`src/source/mips_cfg.svh`:
```
`ifndef MIPS_CFG_SVH
`define MIPS_CFG_SVH

// Datapath, register and bus width
`define MIPS_DATA_W 32

// Architectural registers, $zero included
`define MIPS_REG_COUNT 32

// First fetch address after reset
`define MIPS_RESET_VECTOR 32'hBFC00000

// A fetch from this address stops the CPU
`define MIPS_HALT_ADDR 32'h00000000

// $v0, exported for observation
`define MIPS_V0_INDEX 2

// Link register written by JAL
`define MIPS_RA_INDEX 31

`endif

```
`src/source/mips_pkg.sv`:
```
`include "mips_cfg.svh"

package mips_pkg;

    // Primary opcodes of the supported subset
    typedef enum logic [5:0] {
        OP_RTYPE = 6'h00,
        OP_J     = 6'h02,
        OP_JAL   = 6'h03,
        OP_BEQ   = 6'h04,
        OP_BNE   = 6'h05,
        OP_BLEZ  = 6'h06,
        OP_BGTZ  = 6'h07,
        OP_ADDIU = 6'h09,
        OP_SLTI  = 6'h0A,
        OP_SLTIU = 6'h0B,
        OP_ANDI  = 6'h0C,
        OP_ORI   = 6'h0D,
        OP_XORI  = 6'h0E,
        OP_LUI   = 6'h0F,
        OP_LW    = 6'h23,
        OP_SW    = 6'h2B
    } opcode_t;

    // R-type function field
    typedef enum logic [5:0] {
        FN_SLL  = 6'h00,
        FN_SRL  = 6'h02,
        FN_SRA  = 6'h03,
        FN_SLLV = 6'h04,
        FN_SRLV = 6'h06,
        FN_SRAV = 6'h07,
        FN_JR   = 6'h08,
        FN_JALR = 6'h09,
        FN_ADDU = 6'h21,
        FN_SUBU = 6'h23,
        FN_AND  = 6'h24,
        FN_OR   = 6'h25,
        FN_XOR  = 6'h26,
        FN_SLT  = 6'h2A,
        FN_SLTU = 6'h2B
    } funct_t;

    typedef enum logic [1:0] {
        FETCH,
        EXEC,
        WRITE_BACK,
        HALTED
    } cpu_state_t;

    typedef struct packed {
        opcode_t    opcode;
        logic [4:0] rs;
        logic [4:0] rt;
        logic [4:0] rd;
        logic [4:0] shamt;
        funct_t     funct;
    } r_fields_t;

    typedef struct packed {
        opcode_t     opcode;
        logic [4:0]  rs;
        logic [4:0]  rt;
        logic [15:0] imm;
    } i_fields_t;

    typedef struct packed {
        opcode_t     opcode;
        logic [25:0] index;
    } j_fields_t;

    // One fetched word, seen in each of the three encodings
    typedef union packed {
        r_fields_t r;
        i_fields_t i;
        j_fields_t j;
    } instr_word_t;

    typedef struct packed {
        logic                    wb_en;
        logic [4:0]              wb_index;
        logic [`MIPS_DATA_W-1:0] wb_value;
        logic                    branch_taken;
        logic [`MIPS_DATA_W-1:0] branch_target;
        logic                    mem_read;
        logic                    mem_write;
        logic [`MIPS_DATA_W-1:0] mem_address;
        logic [`MIPS_DATA_W-1:0] store_data;
    } exec_result_t;

    typedef struct packed {
        logic                    en;
        logic [4:0]              index;
        logic [`MIPS_DATA_W-1:0] value;
    } reg_write_t;

endpackage

```
`src/source/mips_cpu_bus.sv`:
```
`timescale 1ns/100ps
`include "mips_cfg.svh"

module mips_cpu_bus import mips_pkg::*; (
    input  logic                      clk,
    input  logic                      reset,
    output logic                      active,
    output logic [`MIPS_DATA_W-1:0]   register_v0,
    output logic [`MIPS_DATA_W-1:0]   address,
    output logic                      write,
    output logic                      read,
    input  logic                      waitrequest,
    output logic [`MIPS_DATA_W-1:0]   writedata,
    output logic [`MIPS_DATA_W/8-1:0] byteenable,
    input  logic [`MIPS_DATA_W-1:0]   readdata
);

    instr_word_t             instr;
    exec_result_t            result;
    reg_write_t              reg_write;
    logic [`MIPS_DATA_W-1:0] pc;
    logic [`MIPS_DATA_W-1:0] rs_value;
    logic [`MIPS_DATA_W-1:0] rt_value;

    mips_sequencer u_sequencer (
        .clk         (clk),
        .reset       (reset),
        .waitrequest (waitrequest),
        .readdata    (readdata),
        .result      (result),
        .instr       (instr),
        .pc          (pc),
        .reg_write   (reg_write),
        .active      (active),
        .address     (address),
        .read        (read),
        .write       (write),
        .writedata   (writedata),
        .byteenable  (byteenable)
    );

    mips_regfile u_regfile (
        .clk       (clk),
        .reset     (reset),
        .instr     (instr),
        .reg_write (reg_write),
        .rs_value  (rs_value),
        .rt_value  (rt_value),
        .v0        (register_v0)
    );

    mips_execute u_execute (
        .instr    (instr),
        .pc       (pc),
        .rs_value (rs_value),
        .rt_value (rt_value),
        .result   (result)
    );

endmodule

```
`src/source/mips_execute.sv`:
```
`timescale 1ns/100ps
`include "mips_cfg.svh"

module mips_execute import mips_pkg::*; (
    input  instr_word_t             instr,
    input  logic [`MIPS_DATA_W-1:0] pc,
    input  logic [`MIPS_DATA_W-1:0] rs_value,
    input  logic [`MIPS_DATA_W-1:0] rt_value,
    output exec_result_t            result
);

    logic [`MIPS_DATA_W-1:0] imm_sext;
    logic [`MIPS_DATA_W-1:0] imm_zext;
    logic [`MIPS_DATA_W-1:0] pc_plus4;
    logic [`MIPS_DATA_W-1:0] pc_plus8;
    logic [`MIPS_DATA_W-1:0] branch_offset;
    logic [`MIPS_DATA_W-1:0] jump_target;
    logic [`MIPS_DATA_W-1:0] effective_addr;
    logic [4:0]              shift_var;
    logic                    lt_signed;
    logic                    lt_unsigned;
    logic                    lt_signed_imm;
    logic                    lt_unsigned_imm;

    assign imm_sext = {{(`MIPS_DATA_W-16){instr.i.imm[15]}}, instr.i.imm};
    assign imm_zext = {{(`MIPS_DATA_W-16){1'b0}}, instr.i.imm};

    assign pc_plus4 = pc + 4;
    assign pc_plus8 = pc + 8;

    assign branch_offset = {imm_sext[`MIPS_DATA_W-3:0], 2'b00};
    // J and JAL stay inside the 256 MB region of the delay slot
    assign jump_target = {pc_plus4[`MIPS_DATA_W-1:28], instr.j.index, 2'b00};

    assign effective_addr = rs_value + imm_sext;
    assign shift_var = rs_value[4:0];

    assign lt_signed = $signed(rs_value) < $signed(rt_value);
    assign lt_unsigned = rs_value < rt_value;
    assign lt_signed_imm = $signed(rs_value) < $signed(imm_sext);
    // SLTIU compares against the sign-extended immediate, unsigned
    assign lt_unsigned_imm = rs_value < imm_sext;

    always_comb begin
        result = '0;
        result.wb_index = instr.i.rt;
        result.branch_target = pc_plus4 + branch_offset;
        result.mem_address = {effective_addr[`MIPS_DATA_W-1:2], 2'b00};
        result.store_data = rt_value;

        case (instr.i.opcode)
            OP_RTYPE: begin
                result.wb_en = 1'b1;
                result.wb_index = instr.r.rd;
                case (instr.r.funct)
                    FN_SLL:  result.wb_value = rt_value << instr.r.shamt;
                    FN_SRL:  result.wb_value = rt_value >> instr.r.shamt;
                    FN_SRA:  result.wb_value = $signed(rt_value) >>> instr.r.shamt;
                    FN_SLLV: result.wb_value = rt_value << shift_var;
                    FN_SRLV: result.wb_value = rt_value >> shift_var;
                    FN_SRAV: result.wb_value = $signed(rt_value) >>> shift_var;
                    FN_ADDU: result.wb_value = rs_value + rt_value;
                    FN_SUBU: result.wb_value = rs_value - rt_value;
                    FN_AND:  result.wb_value = rs_value & rt_value;
                    FN_OR:   result.wb_value = rs_value | rt_value;
                    FN_XOR:  result.wb_value = rs_value ^ rt_value;
                    FN_SLT:  result.wb_value = {{(`MIPS_DATA_W-1){1'b0}}, lt_signed};
                    FN_SLTU: result.wb_value = {{(`MIPS_DATA_W-1){1'b0}}, lt_unsigned};
                    FN_JR: begin
                        result.wb_en = 1'b0;
                        result.branch_taken = 1'b1;
                        result.branch_target = rs_value;
                    end
                    FN_JALR: begin
                        result.wb_value = pc_plus8;
                        result.branch_taken = 1'b1;
                        result.branch_target = rs_value;
                    end
                    default: result.wb_en = 1'b0;
                endcase
            end

            OP_ADDIU: begin
                result.wb_en = 1'b1;
                result.wb_value = rs_value + imm_sext;
            end
            OP_SLTI: begin
                result.wb_en = 1'b1;
                result.wb_value = {{(`MIPS_DATA_W-1){1'b0}}, lt_signed_imm};
            end
            OP_SLTIU: begin
                result.wb_en = 1'b1;
                result.wb_value = {{(`MIPS_DATA_W-1){1'b0}}, lt_unsigned_imm};
            end
            // Logic immediates are zero extended
            OP_ANDI: begin
                result.wb_en = 1'b1;
                result.wb_value = rs_value & imm_zext;
            end
            OP_ORI: begin
                result.wb_en = 1'b1;
                result.wb_value = rs_value | imm_zext;
            end
            OP_XORI: begin
                result.wb_en = 1'b1;
                result.wb_value = rs_value ^ imm_zext;
            end
            OP_LUI: begin
                result.wb_en = 1'b1;
                result.wb_value = {instr.i.imm, {(`MIPS_DATA_W-16){1'b0}}};
            end

            OP_BEQ:  result.branch_taken = (rs_value == rt_value);
            OP_BNE:  result.branch_taken = (rs_value != rt_value);
            OP_BGTZ: result.branch_taken = ($signed(rs_value) > 0);
            OP_BLEZ: result.branch_taken = ($signed(rs_value) <= 0);

            OP_J: begin
                result.branch_taken = 1'b1;
                result.branch_target = jump_target;
            end
            OP_JAL: begin
                result.wb_en = 1'b1;
                result.wb_index = 5'(`MIPS_RA_INDEX);
                result.wb_value = pc_plus8;
                result.branch_taken = 1'b1;
                result.branch_target = jump_target;
            end

            // Load data is written later, in WRITE_BACK
            OP_LW:   result.mem_read = 1'b1;
            OP_SW:   result.mem_write = 1'b1;

            default: ;
        endcase
    end

endmodule

```
`src/source/mips_regfile.sv`:
```
`timescale 1ns/100ps
`include "mips_cfg.svh"

module mips_regfile import mips_pkg::*; (
    input  logic                    clk,
    input  logic                    reset,
    input  instr_word_t             instr,
    input  reg_write_t              reg_write,
    output logic [`MIPS_DATA_W-1:0] rs_value,
    output logic [`MIPS_DATA_W-1:0] rt_value,
    output logic [`MIPS_DATA_W-1:0] v0
);

    logic [`MIPS_DATA_W-1:0] regs [`MIPS_REG_COUNT];

    // Both source fields sit at the same place in R and I formats
    assign rs_value = regs[instr.r.rs];
    assign rt_value = regs[instr.r.rt];

    assign v0 = regs[`MIPS_V0_INDEX];

    always_ff @(posedge clk) begin
        if (reset) begin
            for (int k = 0; k < `MIPS_REG_COUNT; k++) begin
                regs[k] <= '0;
            end
        end else if (reg_write.en && reg_write.index != '0) begin
            // $zero never takes a write, so it reads back as zero
            regs[reg_write.index] <= reg_write.value;
        end
    end

endmodule

```
`src/source/mips_sequencer.sv`:
```
`timescale 1ns/100ps
`include "mips_cfg.svh"

module mips_sequencer import mips_pkg::*; (
    input  logic                      clk,
    input  logic                      reset,
    input  logic                      waitrequest,
    input  logic [`MIPS_DATA_W-1:0]   readdata,
    input  exec_result_t              result,
    output instr_word_t               instr,
    output logic [`MIPS_DATA_W-1:0]   pc,
    output reg_write_t                reg_write,
    output logic                      active,
    output logic [`MIPS_DATA_W-1:0]   address,
    output logic                      read,
    output logic                      write,
    output logic [`MIPS_DATA_W-1:0]   writedata,
    output logic [`MIPS_DATA_W/8-1:0] byteenable
);

    cpu_state_t              state;
    instr_word_t             ir;
    logic                    stall;
    logic                    delay;
    logic [`MIPS_DATA_W-1:0] jump_target;
    logic                    bus_ready;
    logic                    mem_access;
    logic                    mem_wait;
    logic                    fetch_done;

    // Fetched word arrives on readdata, later cycles replay it from ir
    assign instr = (state == EXEC && !stall) ? instr_word_t'(readdata) : ir;

    assign mem_access = result.mem_read | result.mem_write;
    assign mem_wait = mem_access & waitrequest;
    assign fetch_done = (state == FETCH) & read & ~waitrequest;

    assign active = (state != HALTED);

    always_comb begin
        read = 1'b0;
        write = 1'b0;
        address = pc;
        writedata = result.store_data;
        byteenable = '0;
        case (state)
            // No fetch while reset is still asserted
            FETCH: read = bus_ready;
            EXEC: begin
                read = result.mem_read;
                write = result.mem_write;
                address = result.mem_address;
            end
            default: ;
        endcase
        if (read || write) begin
            byteenable = '1;
        end
    end

    always_comb begin
        reg_write = '0;
        if (state == EXEC && !mem_wait) begin
            reg_write.en = result.wb_en;
            reg_write.index = result.wb_index;
            reg_write.value = result.wb_value;
        end else if (state == WRITE_BACK) begin
            reg_write.en = 1'b1;
            reg_write.index = ir.i.rt;
            reg_write.value = readdata;
        end
    end

    always_ff @(posedge clk) begin
        if (reset) begin
            state <= FETCH;
            pc <= `MIPS_RESET_VECTOR;
            stall <= 1'b0;
            delay <= 1'b0;
            bus_ready <= 1'b0;
        end else begin
            bus_ready <= 1'b1;
            case (state)
                FETCH: begin
                    // The fetch from the halt address completes, then the CPU stops
                    if (fetch_done) begin
                        state <= (pc == `MIPS_HALT_ADDR) ? HALTED : EXEC;
                    end
                end
                EXEC: begin
                    ir <= instr;
                    if (mem_wait) begin
                        stall <= 1'b1;
                    end else begin
                        stall <= 1'b0;
                        state <= result.mem_read ? WRITE_BACK : FETCH;
                        // Delay slot done, so the recorded target takes effect
                        pc <= delay ? jump_target : pc + 4;
                        delay <= result.branch_taken;
                        if (result.branch_taken) begin
                            jump_target <= result.branch_target;
                        end
                    end
                end
                WRITE_BACK: state <= FETCH;
                default: state <= HALTED;
            endcase
        end
    end

endmodule

```
`config.mk`:
```
export PLATFORM = sky130hd
export DESIGN_NAME = mips_cpu_bus
export DESIGN_NICKNAME = d
export VERILOG_FILES = /design/src/source/mips_pkg.sv /design/src/source/mips_cpu_bus.sv /design/src/source/mips_execute.sv /design/src/source/mips_regfile.sv /design/src/source/mips_sequencer.sv
export VERILOG_INCLUDE_DIRS = /design/src /design/src/source
export SDC_FILE = /design/constraint.sdc
export NUM_CORES = 2
export LEC_CHECK = 0
export BUFFER_PORTS_ARGS = -buffer_cell sky130_fd_sc_hd__buf_2
export CORE_AREA = 2 2 509 511
export DETAILED_ROUTE_END_ITERATION = 6
export DIE_AREA = 0 0 511 513
export SYNTH_ARGS = -nofsm -noshare
export SYNTH_HDL_FRONTEND = slang
export SYNTH_SLANG_ARGS = --single-unit
```
`constraint.sdc`:
```
create_clock -name clk -period 13.1 [get_ports clk]
set_input_delay 2.62 -clock clk [delete_from_list [all_inputs] [get_ports clk]]
set_output_delay 2.62 -clock clk [all_outputs]
set_load 0.01 [all_outputs]
```
**After elaboration in Yosys (flattened, before gate mapping)**

Memory sizes are Yosys's and may differ from the RTL's.
Cells that the tools add are included.

- Add/subtract/negate cells: 6
- $mul: 0
- Divide/modulo/power cells: 0
- Magnitude comparators: 6
- Equality and inequality tests: 36
- Shift-type cells: 6
- Multiplexer cells: 33
- Bitwise gates (word level): 13
- Reductions and logical operators: 20

Operator list:

| cell | number |
|---|---|
| 32-bit case mux with 14 select lines | 1 |
| 32-bit case mux with 9 select lines | 1 |
| 32-bit 2-to-1 mux | 4 |
| 32-bit adder | 3 |
| 32-bit < comparator | 3 |
| 38-bit 2-to-1 mux | 2 |
| 32-bit case mux with 2 select lines | 1 |
| 32-bit by 5-bit left shift with 32-bit output | 2 |
| 32-bit by 5-bit right shift with 32-bit output | 2 |
| 32-bit by 5-bit >>> shifter with 32-bit output | 2 |
| 6-bit by 4-bit equality test with 1-bit output, second input constant | 9 |
| 6-bit equality test, second input constant | 9 |
| 6-bit by 3-bit equality test with 1-bit output, second input constant | 7 |
| 33-bit 2-to-1 mux | 1 |
| 32-bit by 3-bit adder with 32-bit output, second input constant | 1 |
| 32-bit by 4-bit adder with 32-bit output, second input constant | 1 |
| 32-bit by 16-bit bitwise AND with 32-bit output | 1 |
| 32-bit bitwise AND | 1 |
| 32-bit equality test | 1 |
| 32-bit by 1-bit > comparator with 1-bit output, second input constant | 1 |
| 32-bit by 1-bit <= comparator with 1-bit output, second input constant | 1 |
| 32-bit zero test | 1 |
| 32-bit by 16-bit < comparator with 1-bit output | 1 |
| 32-bit inequality test | 1 |
| other kinds (33) | 63 |

- Flip-flop bits (word level): 101
- Latch bits: 0
- RAM bits: 1024
- ROM bits: 0
- Input port bits: 35
- Memories: 1

Memory list:

| memory | words | width | read ports | clocked after memory_dff | wr ports | line | text |
|---|---|---|---|---|---|---|---|
| u_regfile.regs | 32 | 32 | 3 | 0 | 32 | mips_regfile.sv:14 | `` logic [`MIPS_DATA_W-1:0] regs [`MIPS_REG_COUNT]; `` |

**Depth between registers and ports, before layout**

- Word-level depth: 17
- Mapped depth: 37
- Depth with buffers taken out: 28

**Hierarchy**

Synthesis repeated with hierarchy kept, for this count alone.

- Cells, all modules: 7908
- Area total of the unflattened synthesis: 80262.0 um^2

Modules (own cells, without submodules):

| module | instances | cells each | area an instance (um^2) |
|---|---|---|---|
| mips_regfile | 1 | 4605 | 56133.8 |
| mips_execute | 1 | 2669 | 18172.4 |
| mips_sequencer | 1 | 634 | 5955.7 |

**Worst setup path before layout**

OpenSTA, ideal clock, no wires.

- Path type: input-to-output
- From: in readdata[21]
- To: out address[29]
- Data arrival time: 8.822 ns
- Data required time: 10.480 ns
- Path slack: 1.658 ns
- Cell stages on the path: 30
- Buffers on the path: 8
- Cells stage by stage: and3b_1 > a21oi_1 > inv_1 > buf_2 > buf_4 > buf_2 > buf_4 > buf_4 > buf_2 > buf_2 > buf_2 > mux4_2 > nand2_1 > nand3_1 > a31oi_1 > inv_1 > ha_1 > nand2b_1 > a21oi_1 > nor2_1 > a21boi_0 > a2111oi_0 > a21oi_1 > a221oi_1 > o31ai_1 > a31oi_1 > o21bai_1 > a21oi_1 > xnor2_1 > a21oi_1

- Cells in the longest elaborated chain, start to end: 4

RTL lines:

| what | line | text |
|---|---|---|
| start, declared | mips_cpu_bus.sv:15 | `` input logic [`MIPS_DATA_W-1:0] readdata `` |
| 32-bit 2-to-1 mux | mips_sequencer.sv:32 | `assign instr = (state == EXEC && !stall) ? instr_word_t'(readdata) : ir;` |
| memory 32 x 32 bit | n/a |  |
| 32-bit adder | mips_execute.sv:35 | `assign effective_addr = rs_value + imm_sext;` |
| 32-bit 2-to-1 mux | mips_sequencer.sv:46 | `case (state)` |
| end, declared | mips_cpu_bus.sv:9 | `` output logic [`MIPS_DATA_W-1:0] address, `` |

No other way between the ends.

**Final worst setup path**

Ends and elaborated chain as after synthesis.

==> results.cfg <==
[die]
coreArea_mm2 = 0.256
ioPinCount = 138
rows = 186
initial_core_util_pct = 30.0
die_h_um = 513
design.die.area_mm2 = 0.262
die_w_um = 511

[synthesis]
syn_inst = 8124
synth_seq_cells = 1125
ys_warn_count = 0
synth-seq-area-share_pct = 43.5
synthesis.area_mm2 = 0.0768
ys_async_sr_fraction_pct = 0
synth_edf_count = 1088
synth_cell_type_count = 105
ys.flop_type = edfxtp_1
syn_avg_cell_area_um2 = 9.45

[grt]
grt_pass1_vias = 69947
antenna_found_initial = 37
grt_pass1_wl_mm = 579
grt_overflow = 0
grt_usage_pct = 31.3
grt_max_degree = 113

[setup_path]
start_kind = primary input
reg2reg_depth = 23
cp-end-kind = output port
rrSetupSlack_ns = 2.04
arrival_ns = 10.14
slowest_delay_ns = 0.68
r2r_end = u_regfile.regs[2][23]$_SDFFCE_PN0P_
cp.required_ns = 10.48
timing.rr.start = u_sequencer.stall$_SDFFE_PP0N_
crit_fanout = 95
path_class = primary input to output port
crit_slowest_cell = a31oi_1

[cts]
cts.path.max_buffers = 3
ctsRootBufferMaster = clkbuf_16
tritoncts = built
clk_pin_slew_worst_paths_ns = 0.06
clk_latency_ns = 0.82
cts_made_buffers = 121
htreeDepth = 3
hold_buffers = 0
cts_setup_buffers = 0
clock-sinks = 1125
post_cts_resized = 0

[sta]
finalCriticalPeriod_ns = 12.76
hold_viol_final = 0
tightest_slew_ns = 1.36
finalCritPeriodShare_pct = 97.4
grt_setup_unrepaired = no
max_clock_freq_mhz = 78.4
worst_slack_ns = 0.344
finalMaxSlewViolations = 0
fin_setup_tns_ns = 0
relSlewSlack_pct = 9.10
setup_violations = 0
final.setup_skew_ns = 0.0823

[drt]
via_per_inst = 6.45
drc_errors = 17
dr.first_iter.drc_count = 13750
dr.pass1.iters = 7
drt-total-wl_mm = 428
ant_nets = 0
vias = 74726
wl_per_cell_um = 36.9

[placement]
portBuffers = 137
pre_cts_ws_ns = 0.780
dp_hpwl_mm = 284
gp_congestion = 1.04
post_dp_cell_area_mm2 = 0.0827
dp_cells = 11332

[run_status]
violations = design-rule violations
status = complete, but fails checks

[pwr]
vdd_drop_max_uv = 210
p_leak_nw = 30.5
power_mw = 21.3
power_density_mw_per_mm2 = 246

[final_layout]
fill_cells = 25974
layout_common_cells = nor2_1 (1317), nand2_1 (1238), edfxtp_1 (1088)
nets = 8322
layout-drive-gt1-share_pct = 14.9
stdcell_area_mm2 = 0.0867
final-seq-area_mm2 = 0.0334
final_cells = 11578
syn2layout_area_growth_pct = 12.9
final_common_cell = nor2_1
multi_input_area_mm2 = 0.0402

[min_path]
hold_path.class = flop to flop
hold-path-endpoint = u_sequencer.pc[16]$_SDFFE_PP0P_
hold_depth = 2
worstHoldStart = u_sequencer.jump_target[16]$_DFFE_PP_

[job]
cap_viol_max_count = 0
## worst max-delay path: cells and delay by family
family,cells,cell delay [ns]
mux,1,0.52
compound gates,12,3.23
fa+ha+maj,1,0.45
xor+xnor,1,0.09
simple gates,5,0.60
buf+inv,9,2.40
## worst max-delay path by stage
| stage | start | endpoint | slack [ns] | cells past startpoint |
|---|---|---|---|---|
| 4_1_cts | readdata[21] | address[29] | 0.75 | 29 |
| 3_3_place_gp | readdata[21] | address[29] | 0.34 | 27 |
| 6_report | readdata[21] | address[29] | 0.34 | 29 |
| 3_5_place_dp | readdata[21] | address[29] | 0.78 | 28 |
| 5_1_grt | readdata[21] | address[29] | 0.05 | 28 |
| 2_1_floorplan | readdata[21] | address[29] | 1.66 | 30 |
## area by class of cell
class / instances / area share (%)
Multi-Input combinational cell: 6083 / 46.4
Sequential cell: 1125 / 38.6
Tap cell: 3384 / 4.89
Timing Repair Buffer: 551 / 4.76
Clock buffer: 150 / 3.68
Inverter: 189 / 0.866
Clock inverter: 78 / 0.847
Antenna cell: 18 / 0.0520
## Yosys cell counts, types with 36 or more instances
library cell	instances	share of area (%)
dfxtp_1	37	0.96
nand2b_1	36	0.29
edfxtp_1	1088	43
ha_1	212	3.5
buf_2	228	1.5
nor4_1	59	0.48
a221oi_1	74	0.84
buf_4	68	0.66
mux2_2	38	0.56
o22ai_1	44	0.36
mux4_2	259	7.6
mux2i_1	296	3.9
a32oi_1	95	1.1
nor3_1	183	1.2
a21oi_1	348	2.3
nand4_1	92	0.75
a311oi_1	48	0.55
o211ai_1	47	0.46
nand2_1	1285	6.3
a31oi_1	137	1.1
inv_1	180	0.88
xnor2_1	85	0.97
clkbuf_1	385	1.9
and3_1	72	0.59
a22oi_1	59	0.58
nor2_1	1326	6.5
o21ai_0	230	1.5
nand3_1	333	2.2
a211oi_1	40	0.39
o221ai_1	64	0.73
nor2b_1	113	0.92
buf_1	57	0.28
## flip-flops by register name (all words and copies together), names as in the netlist
register	flops
u_regfile.regs	1024
u_sequencer.stall	1
u_sequencer.state	2
u_sequencer.delay	1
u_sequencer.jump_target	32
u_sequencer.pc	32
u_sequencer.ir	32
u_sequencer.bus_ready	1
## power by group
part	switching, mW	leakage, nW	total, mW	internal (mW)
Combinational	9.62	17.2	13.5	3.91
Clock	1.60	1.91	3.49	1.89
Sequential	0.159	11.4	4.29	4.13
## cell families (layout without fill, tap and decap cells)
kind of cell,Yosys count,in the layout,synth area share (%)
and+or+nand+nor,3598,3598,20.1
AOI/OAI and AO/OA,1522,1522,13.8
DFF,1125,1125,43.5
buffers and inverters,947,968,5.53
muxes,596,596,12.1
adders and majority gates,216,216,3.56
xor gates and xnor gates,119,119,1.36
other,1,50,0.00488
## layer usage
metal  GRT usage [%]  up-vias  part of all wire [%]
met5           0.420        -                 0.065
met4            20.6       22                   8.0
met3            10.4     1546                    14
met2            45.9     6705                    42
met1            39.1    36750                    36
li1                -    29703                     -
## through the flow
stage / utilization (%) / hold WS (ns)
5_1_grt: 33.8 / 0.511
3_5_place_dp: 32.3 / 0.480
3_3_place_gp: 32.3 / 0.472
6_report: 33.8 / 0.494
4_1_cts: 33.8 / 0.494
2_1_floorplan: - / 0.465
(Power assumes the default switching activity.)
